==> config.mk <==
export PLATFORM = sky130hd
export DESIGN_NAME = mem_subsys_top
export DESIGN_NICKNAME = d
export VERILOG_FILES = /design/src/cpu_bus_pkg.sv /design/src/mem_req_if.sv /design/src/mem_subsys_top.sv /design/src/clint_timer.sv /design/src/axi_master_port.sv /design/src/bus_xbar.sv /design/src/bus_arbiter.sv
export VERILOG_INCLUDE_DIRS = /design/src /design/src/include
export SDC_FILE = /design/constraint.sdc
export NUM_CORES = 1
export LEC_CHECK = 0
export CELL_PAD_IN_SITES_DETAIL_PLACEMENT = 1
export CELL_PAD_IN_SITES_GLOBAL_PLACEMENT = 2
export CORE_ASPECT_RATIO = 1.5
export CORE_MARGIN = 3
export CORE_UTILIZATION = 43
export CTS_BUF_LIST = sky130_fd_sc_hd__clkbuf_4 sky130_fd_sc_hd__clkbuf_8
export DETAILED_ROUTE_END_ITERATION = 7
export DONT_BUFFER_PORTS = 1
export PLACE_DENSITY = 0.94
export SLEW_MARGIN = 20
export SYNTH_ARGS = -nofsm -noshare
export SYNTH_HDL_FRONTEND = slang
export SYNTH_SLANG_ARGS = --single-unit
==> constraint.sdc <==
create_clock -name clock -period 7.5 [get_ports clock]
set_clock_uncertainty 0.15 [all_clocks]
set_input_delay 0.375 -clock clock [delete_from_list [all_inputs] [get_ports clock]]
set_output_delay 0.375 -clock clock [all_outputs]
set_load 0.005 [all_outputs]
==> src/include/cpu_bus_defines.svh <==
`ifndef CPU_BUS_DEFINES_SVH
`define CPU_BUS_DEFINES_SVH

// Bus widths
`define ADDR_LEN 32
`define DATA_LEN 32

// Core-local timer region
`define CLINT_BASE 32'h0200_0000
`define CLINT_MASK 32'hFFFF_0000

// Word offsets inside the timer region, high words sit 4 above
`define MTIMECMP_OFS 16'h4000
`define MTIME_OFS 16'hBFF8

`endif
==> src/cpu_bus_pkg.sv <==
`default_nettype none

`include "cpu_bus_defines.svh"

package cpu_bus_pkg;

	typedef logic [`ADDR_LEN-1:0] addr_t;
	typedef logic [`DATA_LEN-1:0] data_t;
	typedef logic [3:0] strb_t;
	typedef logic [2:0] size_t;    // log2 of bytes
	typedef logic [1:0] resp_t;
	typedef logic [3:0] axi_id_t;

	localparam resp_t RESP_OKAY = 2'd0;
	localparam resp_t RESP_SLVERR = 2'd2;

	localparam axi_id_t ID_INST = 4'd0;
	localparam axi_id_t ID_DATA = 4'd1;

	typedef enum logic [1:0] {
		IDLE,
		BUSY,
		RESP
	} arb_state_e;

	typedef enum logic [2:0] {
		AXI_IDLE,
		ADDR,
		WAIT_B,
		WAIT_R,
		DONE
	} axi_state_e;

endpackage

`default_nettype wire

==> src/mem_req_if.sv <==
`timescale 1ns/1ps
`default_nettype none

interface mem_req_if import cpu_bus_pkg::*; ();

	// Request side
	logic    req_valid;
	logic    req_ready;
	addr_t   addr;
	logic    write;
	size_t   size;
	data_t   wdata;
	strb_t   wstrb;
	axi_id_t id;

	// Response side
	logic    rsp_valid;
	logic    rsp_ready;
	data_t   rdata;
	resp_t   resp;

	modport master (
		output req_valid, addr, write, size, wdata, wstrb, id, rsp_ready,
		input  req_ready, rsp_valid, rdata, resp
	);

	modport slave (
		input  req_valid, addr, write, size, wdata, wstrb, id, rsp_ready,
		output req_ready, rsp_valid, rdata, resp
	);

endinterface

`default_nettype wire

==> src/mem_subsys_top.sv <==
`timescale 1ns/1ps
`default_nettype none

module mem_subsys_top import cpu_bus_pkg::*; (
	input  logic       clock,
	input  logic       rst_i,

	// Fetch port
	input  addr_t      if_addr_i,
	input  logic       if_valid_i,
	output logic       if_ready_o,
	output data_t      if_rdata_o,
	output resp_t      if_resp_o,
	output logic       if_rvalid_o,
	input  logic       if_rready_i,

	// Data port
	input  addr_t      d_addr_i,
	input  size_t      d_size_i,
	input  logic       d_write_i,
	input  data_t      d_wdata_i,
	input  strb_t      d_wstrb_i,
	input  logic       d_valid_i,
	output logic       d_ready_o,
	output data_t      d_rdata_o,
	output resp_t      d_resp_o,
	output logic       d_rvalid_o,
	input  logic       d_rready_i,

	// AXI4 master
	output addr_t      m_awaddr_o,
	output axi_id_t    m_awid_o,
	output logic [7:0] m_awlen_o,
	output size_t      m_awsize_o,
	output logic [1:0] m_awburst_o,
	output logic       m_awvalid_o,
	input  logic       m_awready_i,
	output data_t      m_wdata_o,
	output strb_t      m_wstrb_o,
	output logic       m_wlast_o,
	output logic       m_wvalid_o,
	input  logic       m_wready_i,
	input  resp_t      m_bresp_i,
	input  axi_id_t    m_bid_i,
	input  logic       m_bvalid_i,
	output logic       m_bready_o,
	output addr_t      m_araddr_o,
	output axi_id_t    m_arid_o,
	output logic [7:0] m_arlen_o,
	output size_t      m_arsize_o,
	output logic [1:0] m_arburst_o,
	output logic       m_arvalid_o,
	input  logic       m_arready_i,
	input  data_t      m_rdata_i,
	input  resp_t      m_rresp_i,
	input  logic       m_rlast_i,
	input  axi_id_t    m_rid_i,
	input  logic       m_rvalid_i,
	output logic       m_rready_o,

	output logic       timer_irq_o
);

	mem_req_if arb_bus ();
	mem_req_if axi_bus ();

	logic  clint_req;
	logic  clint_ready;
	addr_t clint_addr;
	logic  clint_write;
	data_t clint_wdata;
	strb_t clint_wstrb;
	logic  clint_rsp_valid;
	data_t clint_rdata;
	resp_t clint_resp;
	logic  clint_rsp_ready;

	bus_arbiter u_arbiter (
		.clock       (clock),
		.rst_i       (rst_i),
		.if_addr_i   (if_addr_i),
		.if_valid_i  (if_valid_i),
		.if_ready_o  (if_ready_o),
		.if_rdata_o  (if_rdata_o),
		.if_resp_o   (if_resp_o),
		.if_rvalid_o (if_rvalid_o),
		.if_rready_i (if_rready_i),
		.d_addr_i    (d_addr_i),
		.d_size_i    (d_size_i),
		.d_write_i   (d_write_i),
		.d_wdata_i   (d_wdata_i),
		.d_wstrb_i   (d_wstrb_i),
		.d_valid_i   (d_valid_i),
		.d_ready_o   (d_ready_o),
		.d_rdata_o   (d_rdata_o),
		.d_resp_o    (d_resp_o),
		.d_rvalid_o  (d_rvalid_o),
		.d_rready_i  (d_rready_i),
		.bus         (arb_bus.master)
	);

	bus_xbar u_xbar (
		.clock             (clock),
		.rst_i             (rst_i),
		.up                (arb_bus.slave),
		.axi               (axi_bus.master),
		.clint_req_o       (clint_req),
		.clint_ready_i     (clint_ready),
		.clint_addr_o      (clint_addr),
		.clint_write_o     (clint_write),
		.clint_wdata_o     (clint_wdata),
		.clint_wstrb_o     (clint_wstrb),
		.clint_rsp_valid_i (clint_rsp_valid),
		.clint_rdata_i     (clint_rdata),
		.clint_resp_i      (clint_resp),
		.clint_rsp_ready_o (clint_rsp_ready)
	);

	axi_master_port u_axi (
		.clock       (clock),
		.rst_i       (rst_i),
		.req         (axi_bus.slave),
		.m_awaddr_o  (m_awaddr_o),
		.m_awid_o    (m_awid_o),
		.m_awlen_o   (m_awlen_o),
		.m_awsize_o  (m_awsize_o),
		.m_awburst_o (m_awburst_o),
		.m_awvalid_o (m_awvalid_o),
		.m_awready_i (m_awready_i),
		.m_wdata_o   (m_wdata_o),
		.m_wstrb_o   (m_wstrb_o),
		.m_wlast_o   (m_wlast_o),
		.m_wvalid_o  (m_wvalid_o),
		.m_wready_i  (m_wready_i),
		.m_bresp_i   (m_bresp_i),
		.m_bid_i     (m_bid_i),
		.m_bvalid_i  (m_bvalid_i),
		.m_bready_o  (m_bready_o),
		.m_araddr_o  (m_araddr_o),
		.m_arid_o    (m_arid_o),
		.m_arlen_o   (m_arlen_o),
		.m_arsize_o  (m_arsize_o),
		.m_arburst_o (m_arburst_o),
		.m_arvalid_o (m_arvalid_o),
		.m_arready_i (m_arready_i),
		.m_rdata_i   (m_rdata_i),
		.m_rresp_i   (m_rresp_i),
		.m_rlast_i   (m_rlast_i),
		.m_rid_i     (m_rid_i),
		.m_rvalid_i  (m_rvalid_i),
		.m_rready_o  (m_rready_o)
	);

	clint_timer u_clint (
		.clock       (clock),
		.rst_i       (rst_i),
		.addr_i      (clint_addr),
		.write_i     (clint_write),
		.wdata_i     (clint_wdata),
		.wstrb_i     (clint_wstrb),
		.req_i       (clint_req),
		.ready_o     (clint_ready),
		.rsp_valid_o (clint_rsp_valid),
		.rdata_o     (clint_rdata),
		.resp_o      (clint_resp),
		.rsp_ready_i (clint_rsp_ready),
		.timer_irq_o (timer_irq_o)
	);

endmodule

`default_nettype wire

==> src/clint_timer.sv <==
`timescale 1ns/1ps
`default_nettype none

`include "cpu_bus_defines.svh"

module clint_timer import cpu_bus_pkg::*; (
	input  logic  clock,
	input  logic  rst_i,
	input  addr_t addr_i,
	input  logic  write_i,
	input  data_t wdata_i,
	input  strb_t wstrb_i,
	input  logic  req_i,
	output logic  ready_o,
	output logic  rsp_valid_o,
	output data_t rdata_o,
	output resp_t resp_o,
	input  logic  rsp_ready_i,
	output logic  timer_irq_o
);

	logic [63:0] mtime_q;
	logic [63:0] mtimecmp_q;
	logic [63:0] mtime_inc;
	logic [15:0] ofs;
	logic take;
	logic hit;
	data_t rd_word;

	function automatic data_t lane_merge(data_t old_w, data_t new_w, strb_t be);
		data_t res;
		res = old_w;
		for (int i = 0; i < $bits(strb_t); i++)
			if (be[i])
				res[i*8 +: 8] = new_w[i*8 +: 8];
		return res;
	endfunction

	assign ofs = addr_i[15:0];
	assign ready_o = !rsp_valid_o;    // One access at a time
	assign take = req_i && ready_o;
	assign mtime_inc = mtime_q + 64'd1;

	always_comb begin
		hit = 1'b1;
		rd_word = '0;
		case (ofs)
			`MTIMECMP_OFS: rd_word = mtimecmp_q[31:0];
			`MTIMECMP_OFS + 16'd4: rd_word = mtimecmp_q[63:32];
			`MTIME_OFS: rd_word = mtime_q[31:0];
			`MTIME_OFS + 16'd4: rd_word = mtime_q[63:32];
			default: hit = 1'b0;
		endcase
	end

	always_ff @(posedge clock) begin
		if (rst_i) begin
			mtime_q <= '0;
			mtimecmp_q <= '1;
			rsp_valid_o <= 1'b0;
			timer_irq_o <= 1'b0;
		end else begin
			mtime_q <= mtime_inc;
			timer_irq_o <= (mtime_q >= mtimecmp_q);
			if (take && write_i) begin
				case (ofs)
					`MTIMECMP_OFS:
						mtimecmp_q[31:0] <= lane_merge(mtimecmp_q[31:0], wdata_i, wstrb_i);
					`MTIMECMP_OFS + 16'd4:
						mtimecmp_q[63:32] <= lane_merge(mtimecmp_q[63:32], wdata_i, wstrb_i);
					`MTIME_OFS:
						mtime_q <= {mtime_inc[63:32], lane_merge(mtime_q[31:0], wdata_i, wstrb_i)};
					`MTIME_OFS + 16'd4:
						mtime_q <= {lane_merge(mtime_q[63:32], wdata_i, wstrb_i), mtime_inc[31:0]};
					default: ;
				endcase
			end
			if (take)
				rsp_valid_o <= 1'b1;
			else if (rsp_ready_i)
				rsp_valid_o <= 1'b0;
		end
	end

	always_ff @(posedge clock) begin
		if (take) begin
			rdata_o <= rd_word;
			resp_o <= hit ? RESP_OKAY : RESP_SLVERR;
		end
	end

endmodule

`default_nettype wire

==> src/axi_master_port.sv <==
`timescale 1ns/1ps
`default_nettype none

module axi_master_port import cpu_bus_pkg::*; (
	input  logic       clock,
	input  logic       rst_i,

	mem_req_if.slave   req,

	// Write address
	output addr_t      m_awaddr_o,
	output axi_id_t    m_awid_o,
	output logic [7:0] m_awlen_o,
	output size_t      m_awsize_o,
	output logic [1:0] m_awburst_o,
	output logic       m_awvalid_o,
	input  logic       m_awready_i,

	// Write data
	output data_t      m_wdata_o,
	output strb_t      m_wstrb_o,
	output logic       m_wlast_o,
	output logic       m_wvalid_o,
	input  logic       m_wready_i,

	// Write response
	input  resp_t      m_bresp_i,
	input  axi_id_t    m_bid_i,
	input  logic       m_bvalid_i,
	output logic       m_bready_o,

	// Read address
	output addr_t      m_araddr_o,
	output axi_id_t    m_arid_o,
	output logic [7:0] m_arlen_o,
	output size_t      m_arsize_o,
	output logic [1:0] m_arburst_o,
	output logic       m_arvalid_o,
	input  logic       m_arready_i,

	// Read data
	input  data_t      m_rdata_i,
	input  resp_t      m_rresp_i,
	input  logic       m_rlast_i,
	input  axi_id_t    m_rid_i,
	input  logic       m_rvalid_i,
	output logic       m_rready_o
);

	axi_state_e state_q;
	logic aw_done_q;
	logic w_done_q;
	logic aw_ok;
	logic w_ok;

	addr_t addr_q;
	logic write_q;
	size_t size_q;
	data_t wdata_q;
	strb_t wstrb_q;
	axi_id_t id_q;
	data_t rdata_q;
	resp_t resp_q;

	assign req.req_ready = (state_q == AXI_IDLE);
	assign req.rsp_valid = (state_q == DONE);
	assign req.rdata = rdata_q;
	assign req.resp = resp_q;

	// AW and W may complete in either order
	assign m_awvalid_o = (state_q == ADDR) && write_q && !aw_done_q;
	assign m_wvalid_o = (state_q == ADDR) && write_q && !w_done_q;
	assign m_arvalid_o = (state_q == ADDR) && !write_q;
	assign m_bready_o = (state_q == WAIT_B);
	assign m_rready_o = (state_q == WAIT_R);

	assign aw_ok = aw_done_q || m_awready_i;
	assign w_ok = w_done_q || m_wready_i;

	assign m_awaddr_o = addr_q;
	assign m_awid_o = id_q;
	assign m_awlen_o = 8'd0;    // Single beat
	assign m_awsize_o = size_q;
	assign m_awburst_o = 2'b01;    // INCR
	assign m_wdata_o = wdata_q;
	assign m_wstrb_o = wstrb_q;
	assign m_wlast_o = 1'b1;
	assign m_araddr_o = addr_q;
	assign m_arid_o = id_q;
	assign m_arlen_o = 8'd0;
	assign m_arsize_o = size_q;
	assign m_arburst_o = 2'b01;

	always_ff @(posedge clock) begin
		if (rst_i) begin
			state_q <= AXI_IDLE;
			aw_done_q <= 1'b0;
			w_done_q <= 1'b0;
		end else begin
			case (state_q)
				AXI_IDLE: begin
					aw_done_q <= 1'b0;
					w_done_q <= 1'b0;
					if (req.req_valid)
						state_q <= ADDR;
				end
				ADDR: begin
					if (write_q) begin
						if (m_awvalid_o && m_awready_i)
							aw_done_q <= 1'b1;
						if (m_wvalid_o && m_wready_i)
							w_done_q <= 1'b1;
						if (aw_ok && w_ok)
							state_q <= WAIT_B;
					end else if (m_arready_i) begin
						state_q <= WAIT_R;
					end
				end
				WAIT_B: if (m_bvalid_i) state_q <= DONE;
				WAIT_R: if (m_rvalid_i) state_q <= DONE;
				DONE: if (req.rsp_ready) state_q <= AXI_IDLE;
				default: state_q <= AXI_IDLE;
			endcase
		end
	end

	// Request fields and the returned beat
	always_ff @(posedge clock) begin
		if (req.req_valid && req.req_ready) begin
			addr_q <= req.addr;
			write_q <= req.write;
			size_q <= req.size;
			wdata_q <= req.wdata;
			wstrb_q <= req.wstrb;
			id_q <= req.id;
		end
		if (m_bvalid_i && m_bready_o)
			resp_q <= m_bresp_i;
		if (m_rvalid_i && m_rready_o) begin
			rdata_q <= m_rdata_i;
			resp_q <= m_rresp_i;
		end
	end

	a_aw_hold: assert property (@(posedge clock) disable iff (rst_i)
		(m_awvalid_o && !m_awready_i) |=> (m_awvalid_o && $stable(m_awaddr_o)));

	a_rid: assert property (@(posedge clock) disable iff (rst_i)
		(m_rvalid_i && m_rready_o) |-> (m_rid_i == id_q && m_rlast_i));

	a_bid: assert property (@(posedge clock) disable iff (rst_i)
		(m_bvalid_i && m_bready_o) |-> (m_bid_i == id_q));

endmodule

`default_nettype wire

==> src/bus_xbar.sv <==
`timescale 1ns/1ps
`default_nettype none

`include "cpu_bus_defines.svh"

module bus_xbar import cpu_bus_pkg::*; (
	input  logic  clock,
	input  logic  rst_i,

	mem_req_if.slave  up,
	mem_req_if.master axi,

	// Timer target
	output logic  clint_req_o,
	input  logic  clint_ready_i,
	output addr_t clint_addr_o,
	output logic  clint_write_o,
	output data_t clint_wdata_o,
	output strb_t clint_wstrb_o,
	input  logic  clint_rsp_valid_i,
	input  data_t clint_rdata_i,
	input  resp_t clint_resp_i,
	output logic  clint_rsp_ready_o
);

	logic hit;
	logic sel_clint_q;    // Target of the open transaction

	assign hit = (up.addr & `CLINT_MASK) == `CLINT_BASE;

	assign clint_req_o = up.req_valid && hit;
	assign axi.req_valid = up.req_valid && !hit;
	assign up.req_ready = hit ? clint_ready_i : axi.req_ready;

	assign clint_addr_o = up.addr;
	assign clint_write_o = up.write;
	assign clint_wdata_o = up.wdata;
	assign clint_wstrb_o = up.wstrb;

	assign axi.addr = up.addr;
	assign axi.write = up.write;
	assign axi.size = up.size;
	assign axi.wdata = up.wdata;
	assign axi.wstrb = up.wstrb;
	assign axi.id = up.id;

	// Responses follow the registered target
	assign up.rsp_valid = sel_clint_q ? clint_rsp_valid_i : axi.rsp_valid;
	assign up.rdata = sel_clint_q ? clint_rdata_i : axi.rdata;
	assign up.resp = sel_clint_q ? clint_resp_i : axi.resp;
	assign clint_rsp_ready_o = sel_clint_q && up.rsp_ready;
	assign axi.rsp_ready = !sel_clint_q && up.rsp_ready;

	always_ff @(posedge clock) begin
		if (rst_i)
			sel_clint_q <= 1'b0;
		else if (up.req_valid && up.req_ready)
			sel_clint_q <= hit;
	end

	// Only the selected target may hold a response
	a_one_target: assert property (@(posedge clock) disable iff (rst_i)
		sel_clint_q ? !axi.rsp_valid : !clint_rsp_valid_i);

endmodule

`default_nettype wire

==> src/bus_arbiter.sv <==
`timescale 1ns/1ps
`default_nettype none

module bus_arbiter import cpu_bus_pkg::*; (
	input  logic  clock,
	input  logic  rst_i,

	// Instruction fetch
	input  addr_t if_addr_i,
	input  logic  if_valid_i,
	output logic  if_ready_o,
	output data_t if_rdata_o,
	output resp_t if_resp_o,
	output logic  if_rvalid_o,
	input  logic  if_rready_i,

	// Data access
	input  addr_t d_addr_i,
	input  size_t d_size_i,
	input  logic  d_write_i,
	input  data_t d_wdata_i,
	input  strb_t d_wstrb_i,
	input  logic  d_valid_i,
	output logic  d_ready_o,
	output data_t d_rdata_o,
	output resp_t d_resp_o,
	output logic  d_rvalid_o,
	input  logic  d_rready_i,

	mem_req_if.master bus
);

	arb_state_e state_q;
	axi_id_t owner_q;
	logic open_q;
	logic own_data;
	logic req_hs;
	logic rsp_hs;

	// Data port has priority
	assign bus.req_valid = (state_q == IDLE) && (if_valid_i || d_valid_i);
	assign bus.addr = d_valid_i ? d_addr_i : if_addr_i;
	assign bus.write = d_valid_i && d_write_i;
	assign bus.size = d_valid_i ? d_size_i : 3'd2;
	assign bus.wdata = d_valid_i ? d_wdata_i : '0;
	assign bus.wstrb = d_valid_i ? d_wstrb_i : '0;
	assign bus.id = d_valid_i ? ID_DATA : ID_INST;

	assign d_ready_o = (state_q == IDLE) && bus.req_ready;
	assign if_ready_o = (state_q == IDLE) && bus.req_ready && !d_valid_i;

	assign req_hs = bus.req_valid && bus.req_ready;
	assign rsp_hs = bus.rsp_valid && bus.rsp_ready;

	// Response goes back to whoever owns the open transaction
	assign open_q = (state_q != IDLE);
	assign own_data = (owner_q == ID_DATA);
	assign bus.rsp_ready = open_q && (own_data ? d_rready_i : if_rready_i);

	assign d_rvalid_o = open_q && own_data && bus.rsp_valid;
	assign if_rvalid_o = open_q && !own_data && bus.rsp_valid;
	assign d_rdata_o = bus.rdata;
	assign d_resp_o = bus.resp;
	assign if_rdata_o = bus.rdata;
	assign if_resp_o = bus.resp;

	always_ff @(posedge clock) begin
		if (rst_i) begin
			state_q <= IDLE;
			owner_q <= ID_INST;
		end else begin
			case (state_q)
				IDLE: if (req_hs) begin
					state_q <= BUSY;
					owner_q <= bus.id;
				end
				BUSY: begin
					if (rsp_hs)
						state_q <= IDLE;
					else if (bus.rsp_valid)
						state_q <= RESP;    // Owner stalls the response
				end
				RESP: if (rsp_hs) state_q <= IDLE;
				default: state_q <= IDLE;
			endcase
		end
	end

	// No response may arrive without an open transaction
	a_idle_no_rsp: assert property (@(posedge clock) disable iff (rst_i)
		(state_q == IDLE) |-> !bus.rsp_valid);

	// A stalled response must be held by the target below
	a_resp_held: assert property (@(posedge clock) disable iff (rst_i)
		(state_q == RESP) |-> bus.rsp_valid);

endmodule

`default_nettype wire

==> summary.txt <==
Route
  • Routed Wire Length: 59.76 mm
  • Detailed-route vias per instance: 6.143
  • Number of remaining DRC errors: 0
  • Routed via count: 13.69k
  • Final antenna-violating net count: 0
  • Average wire per cell in the routed design: 26.81 um
  • Detailed-routing iteration count for the pre-antenna-repair pass: 5
  • Detailed Route Iter0 Violations: 1,128

Setup path
  • Worst Path Max Fanout: 36
  • Kind of end point of the critical path: flip-flop
  • Worst endpoint required time: 7.83 ns
  • Crit path launch type: input port
  • Path type of the worst setup path: in -> reg
  • Series of cell instances along the critical path: dlygate4sd3_1, mux2_4, or4_1, nor4b_4, buf_4, and2_1, buf_4, nand3_2, nor3_1, a21oi_1
  • Data arrival time of the critical path: 4.28 ns
  • Highest-delay cell along the critical path: sky130_fd_sc_hd__and2_1
  • Worst path most repeated cell: sky130_fd_sc_hd__buf_4
  • Peak per-stage delay on the critical path: 0.64 ns

Yosys
  • Yosys top cell area share: 0.2713
  • Synth area leader: sky130_fd_sc_hd__edfxtp_1
  • Mean instance size in the synthesized netlist: 9.325 um2
  • Post-synth design cell area: 15,500 um2
  • Synthesized flop and latch total: 279
  • Post-synthesis instance total: 1,662
  • Sequential share of the synthesized area: 0.4508
  • Synth unique cells: 73
  • Fraction of registers with async set or reset after synthesis: 0
  • Largest cells by area after synthesis: sky130_fd_sc_hd__edfxtp_1, sky130_fd_sc_hd__dfxtp_1, sky130_fd_sc_hd__a21oi_1
  • Synth warnings: 0
  • Post-synth EDFFs: 140
  • Top FF cell, synth: sky130_fd_sc_hd__edfxtp_1

GRT
  • Number of antenna violations at the first check in global routing: 5
  • Vias in the first global route: 14.40k
  • All-Layer GR Usage: 0.2998
  • Pin count of the biggest net entering global routing: 181
  • Gr ovfl total: 0
  • First-pass GRT wire length: 88.40 mm

Timing
  • RSZ-0062 raised after global routing: no
  • Highest achievable clock rate: 253.1 MHz
  • Final Slew Violations: 0
  • Final hold violation count: 0
  • Final period utilization: 0.5268
  • Final setup slack of the worst path: 3.549 ns
  • Worst slew pin tran: 0.9381 ns
  • Setup violations, final: 0
  • Final-layout setup total negative slack: 0 ns
  • Relative slew slack: 0.3688
  • Worst slack on hold paths: 0.01227 ns
  • Min Tclk post-route: 3.951 ns

Die
  • Number of placement rows: 84
  • Initial standard-cell utilization of the core: 0.4388
  • Floorplan core area: 35,310 um2
  • Die extent in x: 161.0 um
  • Boundary Pins: 373
  • Area enclosed by the die boundary: 38,400 um2
  • Height of the die: 238.5 um

Clock network
  • TritonCTS clock tree: done
  • Clock root buffer: sky130_fd_sc_hd__clkbuf_8
  • Clock buffer count from CTS: 45
  • Insertion delay to the later sink of the worst-skew pair: 0.61 ns
  • Longest Clk Path Bufs: 3
  • Sinks on Clock Net: 279
  • Number of H-tree branching levels: 2
  • Clock transition at the register clock pins on the worst setup and hold paths after CTS: 0.07 ns

Worst hold path
  • Tightest Hold Check Type: in -> reg

Place
  • RD Place Congestion: 0.9211
  • Area post-placement: 15,200 um2
  • Detailed-placement wirelength estimate: 38.64 mm
  • Post-place setup slack: 3.546 ns
  • IO buf count: 0

Final layout
  • Area added between synthesis and finish: 14.08%
  • Net count reported at finish: 1,936
  • Cell area after layout: 17,680 um2
  • Fraction of final layout cells with drive strength greater than 1: 0.1077

Run
  • Number of max-cap violations: 0

Power
  • Total power after layout: 3.966 mW
  • Highest ir drop seen on vdd: 138.5 uV
  • Leak pwr: 6.783 nW
  • Total power divided by cell area: 224.3 nW/um2

Outcome
  • Result of the run: complete, no violations
## what timing repair did
action,CTS,global route
gates resized for setup,0,0
endpoints found under the hold margin,239,0
hold buffers,146,0
buffers inserted,0,0
## layout make-up
type / count / area (um2)
multi-input combinational: 1150 / 7242
antenna: 10 / 25.02
clock buffer: 69 / 843.3
inverter: 78 / 294.0
sequential: 279 / 6987
fill: 4043 / 17630
timing repair buffer: 157 / 1579
tap: 473 / 591.8
clock inverter: 13 / 117.6
## worst paths after layout
| path | startpoint | endpoint | slack, ns | cells past startpoint |
|---|---|---|---|---|
| worst max-delay path | if_addr_i[6] | u_clint.mtimecmp_q[8] | 3.55 | 10 |
| worst min-delay path | d_wdata_i[5] | u_axi.m_wdata_o[5] | 0.01 | 1 |
| worst max register to register | u_clint.mtime_q[0] | u_clint.mtime_q[62] | 3.64 | 8 |
| worst min register to register | u_arbiter.state_q[1] | u_arbiter.state_q[0] | 0.36 | 1 |
## synth_stat cells, drive strengths merged (14+ instances only)
master,n
nand4,30
nor3,104
o21ai,98
a22oi,55
ha,65
nand3,52
dfxtp,139
a31oi,29
and2,54
buf,125
mux2,68
a21oi,169
and3,16
or3,14
nand2,96
nor2,129
inv,77
nor4,25
clkbuf,55
edfxtp,140
## cell families after synthesis
| logic type | Yosys count | synth area share |
|---|---|---|
| compound gates | 404 | 0.1536 |
| fa+ha+maj | 65 | 0.05248 |
| buf+inv | 258 | 0.08889 |
| flops | 279 | 0.4508 |
| mux | 74 | 0.05377 |
| other cells | 2 | 0.0004846 |
| simple gates | 580 | 0.1999 |
## flip-flops by register name (all words and copies together), names as in the netlist
name / cells
u_axi.aw_done_q: 1
u_clint.rdata_o: 32
u_clint.timer_irq_o: 1
u_clint.resp_o: 1
u_axi.req.resp: 2
u_axi.w_done_q: 1
u_axi.m_wdata_o: 32
u_axi.write_q: 1
u_axi.m_araddr_o: 32
u_axi.m_wstrb_o: 4
u_axi.state_q: 3
u_axi.req.rdata: 32
u_axi.m_arsize_o: 3
u_arbiter.owner_q: 1
u_axi.m_arid_o: 1
u_clint.mtime_q: 64
u_arbiter.state_q: 2
u_xbar.sel_clint_q: 1
u_clint.mtimecmp_q: 64
u_clint.rsp_valid_o: 1
## critical path, delay by kind of cell
kind,cells,cell delay [ns]
AND/OR/NAND/NOR,5,2.12
buffers and inverters,3,1.40
multiplexers,1,0.30
AO/OA/AOI/OAI,1,0.08
## power breakdown
| part | total [mW] | internal, mW | switching (mW) |
|---|---|---|---|
| clock network | 1.46 | 0.789 | 0.675 |
| logic | 0.453 | 0.146 | 0.307 |
| registers | 2.05 | 1.87 | 0.180 |
| total | 3.97 | 2.80 | 1.16 |
## layer usage
layer,up-vias,global-route usage,part of all wire
li1,6111,-,-
met4,0,0.2259,0.085
met2,597,0.5460,0.52
met1,6751,0.3029,0.34
met5,-,0,0
met3,234,0.05322,0.051
## per-stage QoR
stage          std cells  utilization
4_1_cts             2219       0.4999
3_3_place_gp        1991       0.4303
6_report            2229       0.5006
2_1_floorplan       1687            -
3_5_place_dp        1991       0.4303
5_1_grt             2228       0.5006
## cells in the final DEF (no fill, tap or decap), types with 5 or more instances in the layout
cell type                       count
sky130_fd_sc_hd__a21oi_1          169
sky130_fd_sc_hd__dlygate4sd3_1    144
sky130_fd_sc_hd__edfxtp_1         140
sky130_fd_sc_hd__dfxtp_1          139
sky130_fd_sc_hd__nor2_1           118
sky130_fd_sc_hd__nor3_1           103
sky130_fd_sc_hd__nand2_1           96
sky130_fd_sc_hd__inv_1             75
sky130_fd_sc_hd__o21ai_0           71
sky130_fd_sc_hd__mux2_2            65
sky130_fd_sc_hd__ha_1              65
sky130_fd_sc_hd__a22oi_1           55
sky130_fd_sc_hd__and2_1            53
sky130_fd_sc_hd__clkbuf_8          52
sky130_fd_sc_hd__nand3_1           49
sky130_fd_sc_hd__nand4_1           29
sky130_fd_sc_hd__a31oi_1           29
sky130_fd_sc_hd__o21ai_1           27
sky130_fd_sc_hd__conb_1            27
sky130_fd_sc_hd__nor4_1            23
sky130_fd_sc_hd__clkbuf_4          17
sky130_fd_sc_hd__and3_1            15
sky130_fd_sc_hd__or3_1             13
sky130_fd_sc_hd__nor3b_1           11
sky130_fd_sc_hd__buf_4             11
sky130_fd_sc_hd__diode_2           10
sky130_fd_sc_hd__a211oi_1           9
sky130_fd_sc_hd__and4_1             9
sky130_fd_sc_hd__nor4b_1            8
sky130_fd_sc_hd__nor2b_1            8
sky130_fd_sc_hd__a22o_1             8
sky130_fd_sc_hd__clkinv_1           7
sky130_fd_sc_hd__nor2_4             7
sky130_fd_sc_hd__mux2i_1            5
sky130_fd_sc_hd__or4_1              5
(Power assumes the default switching activity.)
